File: src/ddr_geom_pkg.sv
// DDR memory geometry
// full field widths of the memory address, the matching field types,
// the CSR width fields and the burst constants used for address stepping

`default_nettype none

package ddr_geom_pkg;

    //////////////////////
    // memory address fields
    localparam int COL_W  = 12;
    localparam int ROW_W  = 16;
    localparam int BANK_W = 3;
    localparam int CS_W   = 2;

    typedef logic [COL_W-1:0]  col_t;
    typedef logic [ROW_W-1:0]  row_t;
    typedef logic [BANK_W-1:0] bank_t;
    typedef logic [CS_W-1:0]   cs_t;

    //////////////////////
    // csr width fields
    typedef logic [3:0] csr_col_w_t;    // 8 to 12
    typedef logic [4:0] csr_row_w_t;    // 12 to 16
    typedef logic [1:0] csr_bank_w_t;   // 2 to 3
    typedef logic [1:0] csr_cs_w_t;     // 0 to 2, zero means a single chip

    // 1 selects chip-bank-row-col, anything else chip-row-bank-col
    typedef logic [1:0] addr_order_t;

    // one memory burst covers BURST_COLS columns
    localparam int BURST_COLS = 8;
    localparam int BURST_LSB  = 3;

endpackage

`default_nettype wire

File: src/ddr_cmd_pkg.sv
// DDR command side definitions
// local address and request size types, half-rate beat constants
// and the state encoding of the burst splitter

`default_nettype none

package ddr_cmd_pkg;

    //////////////////////
    // local interface
    localparam int LOCAL_ADDR_W = 33;
    typedef logic [LOCAL_ADDR_W-1:0] local_addr_t;

    // half-rate controller, so one local beat covers 4 columns
    localparam int DWIDTH_RATIO = 4;
    localparam int COL_SHIFT    = $clog2(DWIDTH_RATIO);

    //////////////////////
    // sizes in local beats
    localparam int SIZE_W = 6;
    typedef logic [SIZE_W-1:0] local_size_t;    // 1 to 63
    typedef logic [1:0]        cmd_size_t;      // 1 or 2

    localparam int BEATS_PER_BURST = 2;     // a burst of 8 at ratio 4

    //////////////////////
    // splitter state
    typedef enum logic
    {
        IDLE,
        SPLIT
    } split_state_t;

endpackage

`default_nettype wire

File: src/ddr_cmd_ifs.sv
// internal bundles of the command generator
// csr_cfg_if carries the static CSR geometry, mem_addr_if one
// memory address split into chip, bank, row and column

`default_nettype none

interface csr_cfg_if;

    ddr_geom_pkg::addr_order_t addr_order;
    ddr_geom_pkg::csr_col_w_t  col_width;
    ddr_geom_pkg::csr_row_w_t  row_width;
    ddr_geom_pkg::csr_bank_w_t bank_width;
    ddr_geom_pkg::csr_cs_w_t   cs_width;

    modport cfg_in
    (
        input addr_order,
        input col_width,
        input row_width,
        input bank_width,
        input cs_width
    );

endinterface

interface mem_addr_if;

    ddr_geom_pkg::cs_t   cs;
    ddr_geom_pkg::bank_t bank;
    ddr_geom_pkg::row_t  row;
    ddr_geom_pkg::col_t  col;

    modport src (output cs, output bank, output row, output col);
    modport snk (input cs, input bank, input row, input col);

endinterface

`default_nettype wire

File: src/ddr_addr_map.sv
// local address remap
// splits the local address into chip, bank, row and column using the
// CSR widths and address order; purely combinational

`default_nettype none

module ddr_addr_map
(
    csr_cfg_if.cfg_in                cfg,
    input  ddr_cmd_pkg::local_addr_t local_addr,
    mem_addr_if.src                  addr
);

    logic [5:0]               col_bits;     // local bits feeding the column
    logic [5:0]               row_lsb;
    logic [5:0]               bank_lsb;
    logic [5:0]               cs_lsb;
    ddr_cmd_pkg::local_addr_t col_src;
    ddr_cmd_pkg::local_addr_t row_src;
    ddr_cmd_pkg::local_addr_t bank_src;
    ddr_cmd_pkg::local_addr_t cs_src;

    // ones in the lowest n bits
    function automatic logic [31:0] low_mask(input logic [5:0] n);
        return (32'd1 << n) - 32'd1;
    endfunction

    //////////////////////
    // field positions

    always_comb
    begin
        col_bits = 6'(cfg.col_width) - 6'(ddr_cmd_pkg::COL_SHIFT);
        if (cfg.addr_order == 2'd1)
        begin
            row_lsb  = col_bits;                        // cs, bank, row, col
            bank_lsb = col_bits + 6'(cfg.row_width);
        end
        else
        begin
            bank_lsb = col_bits;                        // cs, row, bank, col
            row_lsb  = col_bits + 6'(cfg.bank_width);
        end
        // chip always sits on top of the other three
        cs_lsb = col_bits + 6'(cfg.row_width) + 6'(cfg.bank_width);
    end

    //////////////////////
    // field extraction

    // bits above the configured width are masked off
    assign col_src  = local_addr & ddr_cmd_pkg::local_addr_t'(low_mask(col_bits));
    assign row_src  = (local_addr >> row_lsb)
                    & ddr_cmd_pkg::local_addr_t'(low_mask(6'(cfg.row_width)));
    assign bank_src = (local_addr >> bank_lsb)
                    & ddr_cmd_pkg::local_addr_t'(low_mask(6'(cfg.bank_width)));
    // a zero cs_width gives an empty mask, so single chip maps to chip 0
    assign cs_src   = (local_addr >> cs_lsb)
                    & ddr_cmd_pkg::local_addr_t'(low_mask(6'(cfg.cs_width)));

    // a local beat spans 4 columns
    assign addr.col  = ddr_geom_pkg::col_t'(col_src << ddr_cmd_pkg::COL_SHIFT);
    assign addr.row  = ddr_geom_pkg::row_t'(row_src);
    assign addr.bank = ddr_geom_pkg::bank_t'(bank_src);
    assign addr.cs   = ddr_geom_pkg::cs_t'(cs_src);

    //////////////////////
    // csr range checks

    always_comb
    begin
        a_col_w: assert final (cfg.col_width inside {[4'd8:4'd12]})
            else $error("col_width %0d out of range", cfg.col_width);
        a_row_w: assert final (cfg.row_width inside {[5'd12:5'd16]})
            else $error("row_width %0d out of range", cfg.row_width);
        a_bank_w: assert final (cfg.bank_width inside {[2'd2:2'd3]})
            else $error("bank_width %0d out of range", cfg.bank_width);
        a_cs_w: assert final (cfg.cs_width <= 2'd2)
            else $error("cs_width %0d out of range", cfg.cs_width);
    end

endmodule

`default_nettype wire

File: src/ddr_addr_step.sv
// command address stepper
// holds the address of the next follow-on command and moves it on by one
// burst per command, carrying into row, bank and chip with CSR wrap limits

`default_nettype none

module ddr_addr_step
(
    input  logic      ctl_clk,
    input  logic      ctl_reset_n,
    csr_cfg_if.cfg_in cfg,
    input  logic      load,         // request accepted, base is the first command
    input  logic      advance,      // follow-on command issued
    mem_addr_if.snk   base,
    mem_addr_if.src   addr
);

    ddr_geom_pkg::col_t  col_max;
    ddr_geom_pkg::row_t  row_max;
    ddr_geom_pkg::bank_t bank_max;
    ddr_geom_pkg::cs_t   cs_max;

    ddr_geom_pkg::col_t  src_col;
    ddr_geom_pkg::row_t  src_row;
    ddr_geom_pkg::bank_t src_bank;
    ddr_geom_pkg::cs_t   src_cs;

    ddr_geom_pkg::col_t  nxt_col;
    ddr_geom_pkg::row_t  nxt_row;
    ddr_geom_pkg::bank_t nxt_bank;
    ddr_geom_pkg::cs_t   nxt_cs;

    ddr_geom_pkg::col_t  col_q;
    ddr_geom_pkg::row_t  row_q;
    ddr_geom_pkg::bank_t bank_q;
    ddr_geom_pkg::cs_t   cs_q;

    logic col_last;
    logic row_last;
    logic bank_last;
    logic cs_last;
    logic row_inc;
    logic bank_inc;
    logic cs_inc;

    // top value of each field under the current csr widths
    assign col_max  = ddr_geom_pkg::col_t'((32'd1 << cfg.col_width) - 32'd1);
    assign row_max  = ddr_geom_pkg::row_t'((32'd1 << cfg.row_width) - 32'd1);
    assign bank_max = ddr_geom_pkg::bank_t'((32'd1 << cfg.bank_width) - 32'd1);
    assign cs_max   = ddr_geom_pkg::cs_t'((32'd1 << cfg.cs_width) - 32'd1);

    // step from the fresh mapped address on load, else from the held one
    assign src_col  = load ? base.col  : col_q;
    assign src_row  = load ? base.row  : row_q;
    assign src_bank = load ? base.bank : bank_q;
    assign src_cs   = load ? base.cs   : cs_q;

    //////////////////////
    // next address

    assign col_last  = (src_col >> ddr_geom_pkg::BURST_LSB)
                    == (col_max >> ddr_geom_pkg::BURST_LSB);
    assign row_last  = (src_row == row_max);
    assign bank_last = (src_bank == bank_max);
    assign cs_last   = (src_cs == cs_max);

    // carry order follows the address order, chip always last
    assign row_inc  = (cfg.addr_order == 2'd1) ? col_last : col_last & bank_last;
    assign bank_inc = (cfg.addr_order == 2'd1) ? col_last & row_last : col_last;
    assign cs_inc   = col_last & row_last & bank_last;

    always_comb
    begin
        if (col_last)
            nxt_col = '0;                           // end of column space
        else
            nxt_col = (src_col & ~ddr_geom_pkg::col_t'(ddr_geom_pkg::BURST_COLS - 1))
                    + ddr_geom_pkg::col_t'(ddr_geom_pkg::BURST_COLS);
        nxt_row  = row_inc  ? (row_last  ? '0 : src_row + 1'b1)  : src_row;
        nxt_bank = bank_inc ? (bank_last ? '0 : src_bank + 1'b1) : src_bank;
        nxt_cs   = cs_inc   ? (cs_last   ? '0 : src_cs + 1'b1)   : src_cs;
    end

    always_ff @(posedge ctl_clk)
    begin
        if (load || advance)
        begin
            col_q  <= nxt_col;
            row_q  <= nxt_row;
            bank_q <= nxt_bank;
            cs_q   <= nxt_cs;
        end
    end

    assign addr.col  = col_q;
    assign addr.row  = row_q;
    assign addr.bank = bank_q;
    assign addr.cs   = cs_q;

    // splitter only advances while a request is in flight
    a_load_adv: assert property (@(posedge ctl_clk) disable iff (!ctl_reset_n)
        !(load && advance))
        else $error("load and advance high together");

endmodule

`default_nettype wire

File: src/ddr_burst_split.sv
// burst splitter
// accepts a local request, issues its first command at once and the
// remaining beats as follow-on commands of up to one burst each

`default_nettype none

module ddr_burst_split
(
    input  logic                     ctl_clk,
    input  logic                     ctl_reset_n,
    input  logic                     local_read_req,
    input  logic                     local_write_req,
    input  ddr_cmd_pkg::local_size_t local_size,
    mem_addr_if.snk                  map_addr,
    mem_addr_if.snk                  step_addr,
    input  logic                     ready_in,
    output logic                     ready_out,
    output logic                     load,
    output logic                     advance,
    output logic                     read_req,
    output logic                     write_req,
    output ddr_cmd_pkg::cmd_size_t   size,
    output ddr_geom_pkg::cs_t        cs_addr,
    output ddr_geom_pkg::bank_t      bank_addr,
    output ddr_geom_pkg::row_t       row_addr,
    output ddr_geom_pkg::col_t       col_addr
);

    ddr_cmd_pkg::split_state_t state_q;
    logic                      is_read_q;    // kind of the request in flight
    ddr_cmd_pkg::local_size_t  rem_q;        // beats still to issue
    logic                      in_split;
    logic                      accept;
    logic                      unaligned;
    ddr_cmd_pkg::cmd_size_t    first_size;
    ddr_cmd_pkg::cmd_size_t    split_size;
    ddr_cmd_pkg::local_size_t  first_rem;

    assign in_split  = (state_q == ddr_cmd_pkg::SPLIT);
    assign ready_out = ready_in & ~in_split;
    assign accept    = ready_out & (local_read_req ^ local_write_req);

    //////////////////////
    // command sizing

    // first beat in the upper half of a burst
    assign unaligned  = map_addr.col[ddr_cmd_pkg::COL_SHIFT];
    assign first_size = (local_size == 1 || unaligned) ? 2'd1
                      : ddr_cmd_pkg::cmd_size_t'(ddr_cmd_pkg::BEATS_PER_BURST);
    assign first_rem  = local_size - ddr_cmd_pkg::local_size_t'(first_size);
    assign split_size = (rem_q >= ddr_cmd_pkg::BEATS_PER_BURST)
                      ? ddr_cmd_pkg::cmd_size_t'(ddr_cmd_pkg::BEATS_PER_BURST) : 2'd1;

    assign load    = accept;
    assign advance = in_split & ready_in;

    //////////////////////
    // state machine

    always_ff @(posedge ctl_clk or negedge ctl_reset_n)
    begin
        if (!ctl_reset_n)
        begin
            state_q   <= ddr_cmd_pkg::IDLE;
            is_read_q <= 1'b0;
            rem_q     <= '0;
        end
        else
        begin
            case (state_q)
                ddr_cmd_pkg::IDLE:
                begin
                    if (accept && first_rem != '0)
                    begin
                        state_q   <= ddr_cmd_pkg::SPLIT;
                        is_read_q <= local_read_req;
                        rem_q     <= first_rem;
                    end
                end
                ddr_cmd_pkg::SPLIT:
                begin
                    if (ready_in)
                    begin
                        rem_q <= rem_q - ddr_cmd_pkg::local_size_t'(split_size);
                        if (rem_q <= ddr_cmd_pkg::BEATS_PER_BURST)
                            state_q <= ddr_cmd_pkg::IDLE;   // last command goes out
                    end
                end
            endcase
        end
    end

    //////////////////////
    // command outputs

    assign read_req  = in_split ? (is_read_q & ready_in)  : (accept & local_read_req);
    assign write_req = in_split ? (~is_read_q & ready_in) : (accept & local_write_req);
    assign size      = in_split ? split_size : first_size;

    // first command straight from the mapper, follow-ons from the stepper
    assign cs_addr   = in_split ? step_addr.cs   : map_addr.cs;
    assign bank_addr = in_split ? step_addr.bank : map_addr.bank;
    assign row_addr  = in_split ? step_addr.row  : map_addr.row;
    assign col_addr  = in_split ? step_addr.col  : map_addr.col;

    a_one_kind: assert property (@(posedge ctl_clk) disable iff (!ctl_reset_n)
        (ready_out && local_read_req) |-> !local_write_req)
        else $error("read and write requested together");

    a_size_nz: assert property (@(posedge ctl_clk) disable iff (!ctl_reset_n)
        accept |-> (local_size != '0))
        else $error("zero size request accepted");

    // a downstream stall freezes the splitter
    a_stall_hold: assert property (@(posedge ctl_clk) disable iff (!ctl_reset_n)
        !ready_in |=> $stable(state_q) && $stable(rem_q) && $stable(is_read_q))
        else $error("splitter state moved while downstream not ready");

endmodule

`default_nettype wire

File: src/ddr_cmd_gen_top.sv
// DDR command generator, half-rate
// remaps a local request into memory fields and splits it into
// burst-sized read or write commands toward the memory controller

`default_nettype none

module ddr_cmd_gen_top
(
    input  logic                      ctl_clk,
    input  logic                      ctl_reset_n,

    // local request
    input  logic                      local_read_req,
    input  logic                      local_write_req,
    input  ddr_cmd_pkg::local_size_t  local_size,
    input  ddr_cmd_pkg::local_addr_t  local_addr,

    // csr
    input  ddr_geom_pkg::addr_order_t addr_order,
    input  ddr_geom_pkg::csr_col_w_t  col_width,
    input  ddr_geom_pkg::csr_row_w_t  row_width,
    input  ddr_geom_pkg::csr_bank_w_t bank_width,
    input  ddr_geom_pkg::csr_cs_w_t   cs_width,

    input  logic                      ready_in,
    output logic                      ready_out,

    // memory command
    output logic                      read_req,
    output logic                      write_req,
    output ddr_cmd_pkg::cmd_size_t    size,
    output ddr_geom_pkg::cs_t         cs_addr,
    output ddr_geom_pkg::bank_t       bank_addr,
    output ddr_geom_pkg::row_t        row_addr,
    output ddr_geom_pkg::col_t        col_addr
);

    logic load;
    logic advance;

    csr_cfg_if  csr_cfg();
    mem_addr_if map_addr();
    mem_addr_if step_addr();

    assign csr_cfg.addr_order = addr_order;
    assign csr_cfg.col_width  = col_width;
    assign csr_cfg.row_width  = row_width;
    assign csr_cfg.bank_width = bank_width;
    assign csr_cfg.cs_width   = cs_width;

    ddr_addr_map u_addr_map
    (
        .cfg        (csr_cfg),
        .local_addr (local_addr),
        .addr       (map_addr)
    );

    ddr_addr_step u_addr_step
    (
        .ctl_clk     (ctl_clk),
        .ctl_reset_n (ctl_reset_n),
        .cfg         (csr_cfg),
        .load        (load),
        .advance     (advance),
        .base        (map_addr),
        .addr        (step_addr)
    );

    ddr_burst_split u_burst_split
    (
        .ctl_clk         (ctl_clk),
        .ctl_reset_n     (ctl_reset_n),
        .local_read_req  (local_read_req),
        .local_write_req (local_write_req),
        .local_size      (local_size),
        .map_addr        (map_addr),
        .step_addr       (step_addr),
        .ready_in        (ready_in),
        .ready_out       (ready_out),
        .load            (load),
        .advance         (advance),
        .read_req        (read_req),
        .write_req       (write_req),
        .size            (size),
        .cs_addr         (cs_addr),
        .bank_addr       (bank_addr),
        .row_addr        (row_addr),
        .col_addr        (col_addr)
    );

endmodule

`default_nettype wire

File: config.mk
export PLATFORM = sky130hd
export DESIGN_NAME = ddr_cmd_gen_top
export DESIGN_NICKNAME = d
export VERILOG_FILES = /design/src/ddr_geom_pkg.sv /design/src/ddr_cmd_pkg.sv /design/src/ddr_cmd_ifs.sv /design/src/ddr_addr_map.sv /design/src/ddr_addr_step.sv /design/src/ddr_burst_split.sv /design/src/ddr_cmd_gen_top.sv
export SDC_FILE = /design/constraint.sdc
export NUM_CORES = 1
export LEC_CHECK = 0
export ABC_AREA = 1
export CAP_MARGIN = 10
export CORE_MARGIN = 3
export CORE_UTILIZATION = 30
export CTS_CLUSTER_DIAMETER = 80
export DETAILED_ROUTE_END_ITERATION = 7
export DONT_BUFFER_PORTS = 1
export PLACE_DENSITY = 0.51
export SYNTH_ARGS = -nofsm -noshare
export SYNTH_HDL_FRONTEND = slang
export SYNTH_HIERARCHICAL = 1
export SYNTH_SLANG_ARGS = --single-unit
File: constraint.sdc
create_clock -name ctl_clk -period 7.66 [get_ports ctl_clk]
set_clock_uncertainty 0.05 [all_clocks]
set_input_delay 0.766 -clock ctl_clk [delete_from_list [all_inputs] [get_ports ctl_clk]]
set_output_delay 0.766 -clock ctl_clk [all_outputs]
set_load 0.02 [all_outputs]
==> results of run 1 <==
per-layer routing:
metal  up-vias  global-route usage, %
met3        61                   3.77
met5         -                      0
li1       5570                      -
met1      5245                   29.5
met2       418                   33.9
met4         0                   6.12
metrics by stage:
stage	hold slack [ps]	std cells	total power [mW]	area, µm²
floorplan	420	1762	1.75	9320
global placement	421	2084	2.14	9380
detailed placement	421	2084	2.15	9380
CTS	94.5	2092	2.45	9580
global route	91.5	2092	2.69	9580
finish	105	2092	2.45	9580
where the power goes:
part	internal (mW)	leakage, nW	switching [mW]
clock network	0.188	0.0940	0.100
registers	0.342	0.385	0.0558
logic	0.484	4.51	1.28
total	1.01	4.99	1.44
registers in the layout, indices dropped and copies added (netlist names):
| register | count |
|---|---|
| u_addr_step/addr.row | 16 |
| u_addr_step/addr.col | 9 |
| u_burst_split/rem_q | 6 |
| u_addr_step/addr.bank | 3 |
| u_addr_step/addr.cs | 2 |
| u_burst_split/in_split | 1 |
| u_burst_split/is_read_q | 1 |
area by class of cell:
type / count / area [µm²] / share of cell area [%]
Multi-Input combinational cell: 1452 / 7000 / 73.1
Timing Repair Buffer: 6 / 45.0 / 0.470
Clock inverter: 3 / 68.8 / 0.719
Clock buffer: 5 / 125 / 1.31
Sequential cell: 38 / 1100 / 11.5
Inverter: 198 / 748 / 7.81
Tap cell: 390 / 488 / 5.10
layout by cell type, fill, tap and decap left out, types with 2 or more instances in the layout:
cell type and instances:
a21oi_1 54, a31oi_1 3, and2_1 2, buf_4 6, bufinv_16 2, clkbuf_16 5, clkinv_1 2, conb_1 5
dfrtp_1 7, edfxtp_1 30, fa_1 4, ha_1 21, inv_1 175, inv_2 19, inv_4 2, nand2_1 648
nand2_2 25, nand2_4 7, nand3_1 279, nand3_2 5, nand3b_1 8, nand4_1 24, nor2_1 142, nor2_2 9
nor2_4 5, nor3_1 15, nor3_2 3, o211ai_1 27, o21a_1 4, o21ai_0 86, o21ai_1 22, o21ai_2 6
o21ai_4 3, or2_2 3, xnor2_1 7, xor2_1 26
cell families after synthesis:
logic type	count (synthesis)	synth area share, %
buf+inv	272	13.2
mux	1	0.108
other cells	2	0.0807
compound gates	209	12.8
fa+ha+maj	25	3.68
xor+xnor	33	3.10
flops	38	11.8
simple gates	1179	55.2
synthesized netlist by cell type, types with 2 or more instances:
cell / count
a31oi_1: 3
nor3_1: 15
nand2_4: 7
o21a_1: 4
nor2_1: 142
dfrtp_1: 8
fa_1: 4
or2_2: 3
o21ai_0: 86
nand2_2: 24
o211ai_1: 27
buf_1: 3
and2_1: 2
clkinv_1: 2
buf_2: 22
nand3_2: 5
ha_1: 21
edfxtp_1: 30
nand3b_1: 8
nand4_1: 24
nor2_4: 5
o21ai_4: 3
inv_4: 2
o21ai_1: 22
o21ai_2: 6
xor2_1: 26
nand2_1: 649
nand3_1: 279
clkbuf_1: 20
buf_6: 17
inv_1: 175
xnor2_1: 7
nor3_2: 3
nor2_2: 9
inv_2: 19
buf_4: 12
conb_1: 2
a21oi_1: 54
how the worst max path moves through the flow:
stage,startpoint,endpoint,slack (ps),cells after the start
after detailed placement,col_width[1],u_addr_step/addr.row[2],2080,23
after global placement,col_width[1],u_addr_step/addr.row[2],2340,23
after CTS,col_width[1],u_addr_step/addr.row[2],2410,23
after floorplan,col_width[1],u_addr_step/addr.row[12],3470,26
final,col_width[1],u_addr_step/addr.row[2],2330,23
after global routing,col_width[1],u_addr_step/addr.row[2],1890,23
worst max-delay path, stage by stage:
cell	delay, ps
inv_2	190
ha_1	330
inv_1	180
ha_1	340
xnor2_1	200
o21ai_1	860
inv_1	450
nand2_1	180
nand3_1	100
nand3_1	110
nand2_1	60
a21oi_1	210
nand2_1	100
nand2_2	130
xnor2_1	70
nor2_1	90
nand2_1	80
inv_2	90
nor2_2	70
nor2_8	300
inv_4	160
o21ai_0	190
nor2_1	60
==> results.json, run 1 <==
{
  "drt_pass1_iterations": 5,
  "grt_use_total_pct": 21.3,
  "dieWidth_um": 182,
  "antenna_found_initial": 0,
  "clk_latency_ps": 300,
  "finalWorstSetupSlack_ps": 2330,
  "antenna_cells": 0,
  "synthCells": 1759,
  "r2r_slack_ps": 3400,
  "holdCritPathClass": "input port to async pin",
  "placementRows": 63,
  "synth-seq-cells": 38,
  "drive_gt1_share_pct": 6.05,
  "max_freq_mhz": 188,
  "route.detailed.drc": 0,
  "synth_top_area_share_pct": 26.2,
  "p_per_area_mw_per_mm2": 256,
  "worstPathMaxFanout": 18,
  "die_area_mm2": 0.0332,
  "ctsHoldBuffers": 0,
  "ant_nets": 0,
  "crit_arrival_ps": 5340,
  "met3WireLength_um": 2900,
  "maxUsedRoutingLayer": "met4",
  "overflow": 0,
  "grt_max_degree": 49,
  "critPathRequiredTime_ps": 7670,
  "finalHoldViolations": 0,
  "outcome": "finished, final reports clean",
  "synthTopCellsByArea": "nand2_1, nand3_1, edfxtp_1",
  "area_delta_synth_final_pct": 2.84,
  "grt_pass1_vias": 10220,
  "tightest_slew_ps": 1200,
  "reg2reg_depth": 16,
  "synth-seq-area-share_pct": 11.8,
  "met1_length_um": 16200,
  "cts_resized": 0,
  "r2r-end": "u_addr_step/addr.row[2]",
  "num_vias": 11294,
  "criticalPathCategory": "input port to flop",
  "synth_cell_types": 47,
  "slew_viol_final": 0,
  "fin_tns_setup_ps": 0,
  "cts_root_buffer": "clkbuf_16",
  "fill_cells": 3487,
  "cts_inserted_buffers": 5,
  "gp_congestion": 0.987,
  "utilization_pct": 31.8,
  "p_leak_nw": 4.99,
  "slew_headroom_pct": 20.1,
  "layout_min_cycle_time_ps": 5330,
  "io_buffers": 0,
  "ir_drop_v": 0.000140,
  "synth_edf_count": 30,
  "synthArstFlopShare_pct": 21.1,
  "synth_area_leader_cell": "nand2_1",
  "coreArea_mm2": 0.0301,
  "nets": 1785,
  "r2r-start": "u_burst_split/in_split",
  "drt_iter0_markers": 1257,
  "dp_slack_ps": 2080,
  "viasPerCell": 5.40,
  "cts_tree": "yes",
  "boundaryPins": 97,
  "hpwl_um": 28500,
  "clk_path_buf_depth": 2,
  "clkSlewWorstSetupHoldPaths_ps": 60,
  "start_util_pct": 30.9,
  "synth.avg_cell_area_um2": 5.29,
  "ys.flop_type": "edfxtp_1",
  "wl_per_cell_um": 17.4,
  "die_height_um": 182,
  "routed_wl_um": 36400,
  "maxCapViolCount": 0,
  "fin_crit_sh_pct": 69.6,
  "syn_area_mm2": 0.00931,
  "wl_met2_um": 16300,
  "setup_viol": 0,
  "htreeDepth": 2,
  "start_kind": "input port",
  "endpoint_kind": "flop",
  "ys_warn_count": 6,
  "grt_pass1_wl_um": 57200,
  "rsz0062_at_grt": "false",
  "post_cts_buffers": 0,
  "clock-sinks": 38
}
Note: power is estimated with default switching activity, not from simulation.
==> run 2: changes to the inputs <==
- PLACE_DENSITY: 0.51 -> 0.52
- clock period: 7.66 -> 4.6 ns (I/O delays scaled with it)
==> run 2 against run 1 <==
Design area is 3.0% higher. Global-route usage fell by 0.71 points. Utilization rose by 0.96 points. Combinational power rose by 68%. Largest cell class unchanged. Clock power is 67% higher. Wire length is 2.5% lower. Largest power group unchanged. Power increased by 68%. Critical path depth decreased by 5.
==> results.json, run 2 (synthesis gave the netlist of run 1 again) <==
{
  "criticalPathCategory": "input port to output port",
  "p_sw_mw": 2.36,
  "dp_slack_ps": 183,
  "power_frac_seq_pct": 16.0,
  "wl_per_cell_um": 16.8,
  "overflow": 0,
  "holdCritPathClass": "input port to flop",
  "reg2reg_depth": 15,
  "grt_max_degree": 48,
  "cts_inserted_buffers": 5,
  "placed_area_mm2": 0.00966,
  "clock-sinks": 38,
  "die_area_mm2": 0.0332,
  "route.detailed.drc": 0,
  "fin_crit_sh_pct": 94.6,
  "start_kind": "input port",
  "layout_min_cycle_time_ps": 4350,
  "grt_pass1_wl_um": 55400,
  "clk_path_buf_depth": 2,
  "holdPathStages": 2,
  "drt_iter0_markers": 1127,
  "worstPathMaxFanout": 19,
  "boundaryPins": 97,
  "finalPower_mw": 4.11,
  "htreeDepth": 2,
  "fin_area_mm2": 0.00987,
  "hpwl_um": 28100,
  "largest_reg_flops": 16,
  "setup_viol": 0,
  "grt_use_total_pct": 20.6,
  "cts_tree": "yes",
  "nets": 1815,
  "coreArea_mm2": 0.0301,
  "die_height_um": 182,
  "routed_wl_um": 35500,
  "clk_latency_ps": 300,
  "critical-path-top-delay-family": "adder cells",
  "internal-power_mw": 1.75,
  "num_vias": 11155,
  "tightest_slew_ps": 885,
  "hp-start": "local_read_req",
  "gp_congestion": 0.970,
  "p_per_area_mw_per_mm2": 417,
  "crit_arrival_ps": 3840,
  "cp.buffers_inverters": 6,
  "comb_power_share_pct": 72.3,
  "slew_headroom_pct": 41.0,
  "ir_drop_v": 0.000216,
  "outcome": "finished, final reports clean",
  "p_sw_share_pct": 57.4,
  "endpoint_kind": "output port",
  "start_util_pct": 30.9,
  "r2r_slack_ps": 1340,
  "holdWs_ps": 275,
  "slew_viol_final": 0,
  "fin_tns_setup_ps": 0,
  "r2r-start": "u_burst_split/in_split",
  "critical-path-max-stage-delay_ps": 640,
  "max_freq_mhz": 230,
  "finalHoldViolations": 0,
  "utilization_pct": 32.8,
  "maxCapViolCount": 0,
  "rsz0062_at_grt": "false",
  "antenna_cells": 0,
  "final_common_cell": "nand2_1",
  "worstPathCellList": "inv_2 > buf_4 > fa_1 > inv_1 > fa_1 > inv_1 > buf_4 > a21oi_1 > o21ai_0 > nand2_1 > a21oi_1 > nand2_1 > nand3_1 > nand3_1 > nand2_1 > inv_1 > nand2_1 > nand2_1",
  "drive_gt1_share_pct": 7.62,
  "place_inst": 2113,
  "drt_pass1_iterations": 6,
  "ant_nets": 0,
  "area_delta_synth_final_pct": 5.95,
  "grt_pass1_vias": 10147,
  "placementRows": 63,
  "viasPerCell": 5.26,
  "clockPowerShare_pct": 11.7,
  "critPathRequiredTime_ps": 4090,
  "io_buffers": 0,
  "final_cells": 2122,
  "cp_slowest_cell": "fa_1",
  "antenna_found_initial": 0,
  "critPathMostFrequentCell": "nand2_1",
  "finalWorstSetupSlack_ps": 249,
  "hold_end": "u_burst_split/is_read_q",
  "r2r-end": "u_addr_step/addr.row[2]",
  "cts_root_buffer": "clkbuf_16",
  "final_cell_mix": "nand2_1, nand3_1, inv_1",
  "p_leak_nw": 5.15,
  "dieWidth_um": 182,
  "fill_cells": 3466,
  "clkSlewWorstSetupHoldPaths_ps": 70
}
[run 2: changes by cell type in the layout (fill, tap and decap cells not counted)]
| cell | before | now |
|---|---|---|
| buf_4 | 6 | 30 |
| buf_12 | 0 | 5 |
| dlygate4sd3_1 | 0 | 1 |
| o21ai_0 | 86 | 85 |
| o21ai_1 | 22 | 23 |
[run 2: worst reg2reg max path: stages, from the launching register on]
cell and delay [ps]:
dfrtp_2 410, nor2_2 280, nand3_1 160, nand2_2 300, buf_12 240, nand2_1 100
o21ai_1 220, nor2_1 70, nor2_1 120, nand3_1 80, nor2_1 160, nand3_2 170
nor2_8 270, inv_4 140, o21ai_0 180, nor2_1 60
[run 2: per-layer routing]
| metal | vias to the layer above | global-route usage (%) | wire length, µm |
|---|---|---|---|
| met2 | 420 | 33.7 | 16100 |
| met5 | - | 0 | 0 |
| met1 | 5036 | 27.1 | 15500 |
| met3 | 65 | 4.64 | 2880 |
| met4 | 0 | 6.09 | 1010 |
| li1 | 5634 | - | - |
[run 2: power by group through the flow]
stage,logic [mW],registers (mW),clock network (mW)
after floorplan,2.28,0.637,0
after global placement,2.94,0.661,0
after detailed placement,2.94,0.664,0
after CTS,2.96,0.657,0.494
after global routing,3.35,0.677,0.501
final,2.97,0.657,0.482
[run 2: worst max path at each step]
| stage | startpoint | endpoint | slack (ps) | cells past startpoint |
|---|---|---|---|---|
| 6_report | col_width[1] | cs_addr[0] | 250 | 18 |
| 3_3_place_gp | col_width[0] | u_addr_step/addr.bank[0] | 160 | 25 |
| 3_5_place_dp | col_width[1] | u_addr_step/addr.cs[1] | 180 | 21 |
| 4_1_cts | col_width[1] | cs_addr[0] | 320 | 18 |
| 2_1_floorplan | col_width[1] | u_addr_step/addr.row[12] | 720 | 26 |
| 5_1_grt | col_width[1] | cs_addr[0] | 20 | 18 |
[run 2: area by class of cell]
class	count	area (µm²)	share of cell area, %
Multi-Input combinational cell	1452	7000	70.9
Sequential cell	38	1100	11.2
Inverter	198	748	7.58
Tap cell	390	488	4.95
Timing Repair Buffer	36	335	3.40
Clock buffer	5	125	1.27
Clock inverter	3	68.8	0.698
[run 2: what timing repair did]
item / in CTS / in global routing
endpoints found under the hold margin: 8 / 0
buffers inserted: 0 / 0
resized for setup: 0 / 1
hold buffers: 1 / 0
endpoints found under the setup margin: 0 / 1
==> run 3: changes to the inputs <==
- CORE_UTILIZATION: 30 -> 45
- PLACE_DENSITY: 0.52 -> 0.69
==> run 3 against run 2 <==
Sequential share of layout area up 0.31 points. Non-clock buffer count down 8. Utilization up 15 points. Via count up 1.4%. Sequential power about the same. Power down 2.6%. Register-to-register slack worse by 330 ps. Wire length down 7.4%. Critical endpoint unchanged. Highest routed layer unchanged.
==> results.json, run 3 (synthesis gave the netlist of run 1 again) <==
{
  "area_delta_synth_final_pct": 3.01,
  "clock-sinks": 38,
  "reg2reg_depth": 16,
  "r2r_slack_ps": 1010,
  "grt_pass1_vias": 10206,
  "p_per_area_mw_per_mm2": 417,
  "num_vias": 11311,
  "holdCritPathClass": "input port to flop",
  "drt_pass1_iterations": 6,
  "antenna_cells": 0,
  "gp_congestion": 1.06,
  "drive_gt1_share_pct": 7.19,
  "cts_root_buffer": "clkbuf_16",
  "fin_crit_sh_pct": 91.7,
  "fill_cells": 2227,
  "hpwl_um": 26300,
  "clk_latency_ps": 300,
  "clkSlewWorstSetupHoldPaths_ps": 60,
  "p_leak_nw": 5.09,
  "hp-start": "local_read_req",
  "nets": 1807,
  "r2r-end": "u_addr_step/addr.row[9]",
  "cts_inserted_buffers": 5,
  "coreArea_mm2": 0.0199,
  "worstPathMaxFanout": 11,
  "route.detailed.drc": 0,
  "layout_min_cycle_time_ps": 4220,
  "die_area_mm2": 0.0225,
  "start_util_pct": 46.8,
  "multiInputGateArea_mm2": 0.00700,
  "slew_headroom_pct": 44.3,
  "grt_pass1_wl_um": 52400,
  "htreeDepth": 2,
  "viasPerCell": 5.69,
  "crit_arrival_ps": 3710,
  "regArea_mm2": 0.00110,
  "largest_reg_flops": 16,
  "drt_iter0_markers": 1182,
  "critPathRequiredTime_ps": 4090,
  "ant_nets": 0,
  "tightest_slew_ps": 835,
  "dieWidth_um": 150,
  "r2r-start": "u_burst_split/in_split",
  "wl_per_cell_um": 16.5,
  "final_common_cell": "nand2_1",
  "finalHoldViolations": 0,
  "rsz0062_at_grt": "false",
  "maxCapViolCount": 0,
  "io_buffers": 0,
  "setup_viol": 0,
  "ir_drop_v": 0.000250,
  "clk_path_buf_depth": 2,
  "holdWs_ps": 273,
  "max_freq_mhz": 237,
  "grt_max_degree": 48,
  "antenna_found_initial": 0,
  "start_kind": "input port",
  "crit_end": "cs_addr[0]",
  "final_cell_mix": "nand2_1, nand3_1, inv_1",
  "overflow": 0,
  "cts_tree": "yes",
  "grt_use_total_pct": 28.7,
  "slew_viol_final": 0,
  "endpoint_kind": "output port",
  "setup.worst_path.start": "col_width[1]",
  "outcome": "finished, final reports clean",
  "boundaryPins": 97,
  "fin_tns_setup_ps": 0,
  "criticalPathCategory": "input port to output port",
  "die_height_um": 150,
  "routed_wl_um": 32900,
  "post_cts_buffers": 0,
  "placementRows": 51
}
-- run 3: cell count changes in the layout (fill, tap and decap cells not counted) --
| cell | previous run | this run |
|---|---|---|
| a21boi_1 | 1 | 0 |
| a21boi_2 | 0 | 1 |
| buf_12 | 5 | 1 |
| buf_4 | 30 | 26 |
| bufinv_16 | 2 | 0 |
| clkbuf_16 | 5 | 7 |
| dfrtp_1 | 7 | 8 |
| dfrtp_2 | 1 | 0 |
| o21ai_0 | 85 | 86 |
| o21ai_1 | 23 | 22 |
-- run 3: critical path, cell delays in order --
cell	delay [ps]
inv_2	20
buf_4	170
fa_1	650
inv_1	120
fa_1	510
inv_1	230
buf_4	230
buf_4	150
a21oi_1	40
o21ai_0	90
nand2_1	80
nor2_1	110
a21oi_1	50
nand2_1	90
nand3_1	110
nand3_1	110
nand2_1	80
inv_1	110
nand2_1	60
nand2_1	220
-- run 3: through the flow --
stage               setup slack [ps]  std cells  area [µm²]  power (mW)  utilization (%)
finish                           383       1989        9590        4.00             48.2
global route                    68.3       1989        9590        4.37             48.2
CTS                              416       1989        9590        3.96             48.2
detailed placement               189       1980        9390        3.52             47.2
global placement                 311       1980        9390        3.48             47.2
floorplan                        716       1762        9320        2.92                -
-- run 3: layout make-up --
| class | instances | share of cell area [%] |
|---|---|---|
| Clock buffer | 7 | 1.83 |
| Clock inverter | 1 | 0.0913 |
| Inverter | 198 | 7.80 |
| Multi-Input combinational cell | 1452 | 73.0 |
| Sequential cell | 38 | 11.5 |
| Tap cell | 265 | 3.46 |
| Timing Repair Buffer | 28 | 2.35 |
-- run 3: timing repair --
| action | 4_1_cts | 5_1_grt |
|---|---|---|
| gates resized for setup | 0 | 1 |
| endpoints found under the hold margin | 8 | 0 |
| hold buffers | 1 | 0 |
| endpoints found under the setup margin | 0 | 1 |
-- run 3: power breakdown --
group / total, mW / internal (mW) / switching [mW]
Sequential: 0.660 / 0.568 / 0.0914
Clock: 0.427 / 0.268 / 0.159
Combinational: 2.92 / 0.839 / 2.08
Total: 4.00 / 1.68 / 2.33
-- run 3: metal layers --
layer  track usage (%)  part of all wire, %  vias to the layer above
met1              37.8                   42                     5131
met3              4.30                  8.7                       62
met5                 0                    0                        -
met2              48.1                   46                      499
met4              9.33                  2.7                        0
li1                  -                    -                     5619
-- run 3: worst min path at each step --
stage                              end  slack [ps]  depth (start not counted)
6_report       u_burst_split/is_read_q         270                          2
5_1_grt        u_burst_split/is_read_q         290                          2
4_1_cts        u_burst_split/is_read_q         270                          2
3_5_place_dp    u_burst_split/in_split         110                          0
3_3_place_gp    u_burst_split/in_split         110                          0
2_1_floorplan   u_burst_split/in_split         110                          0
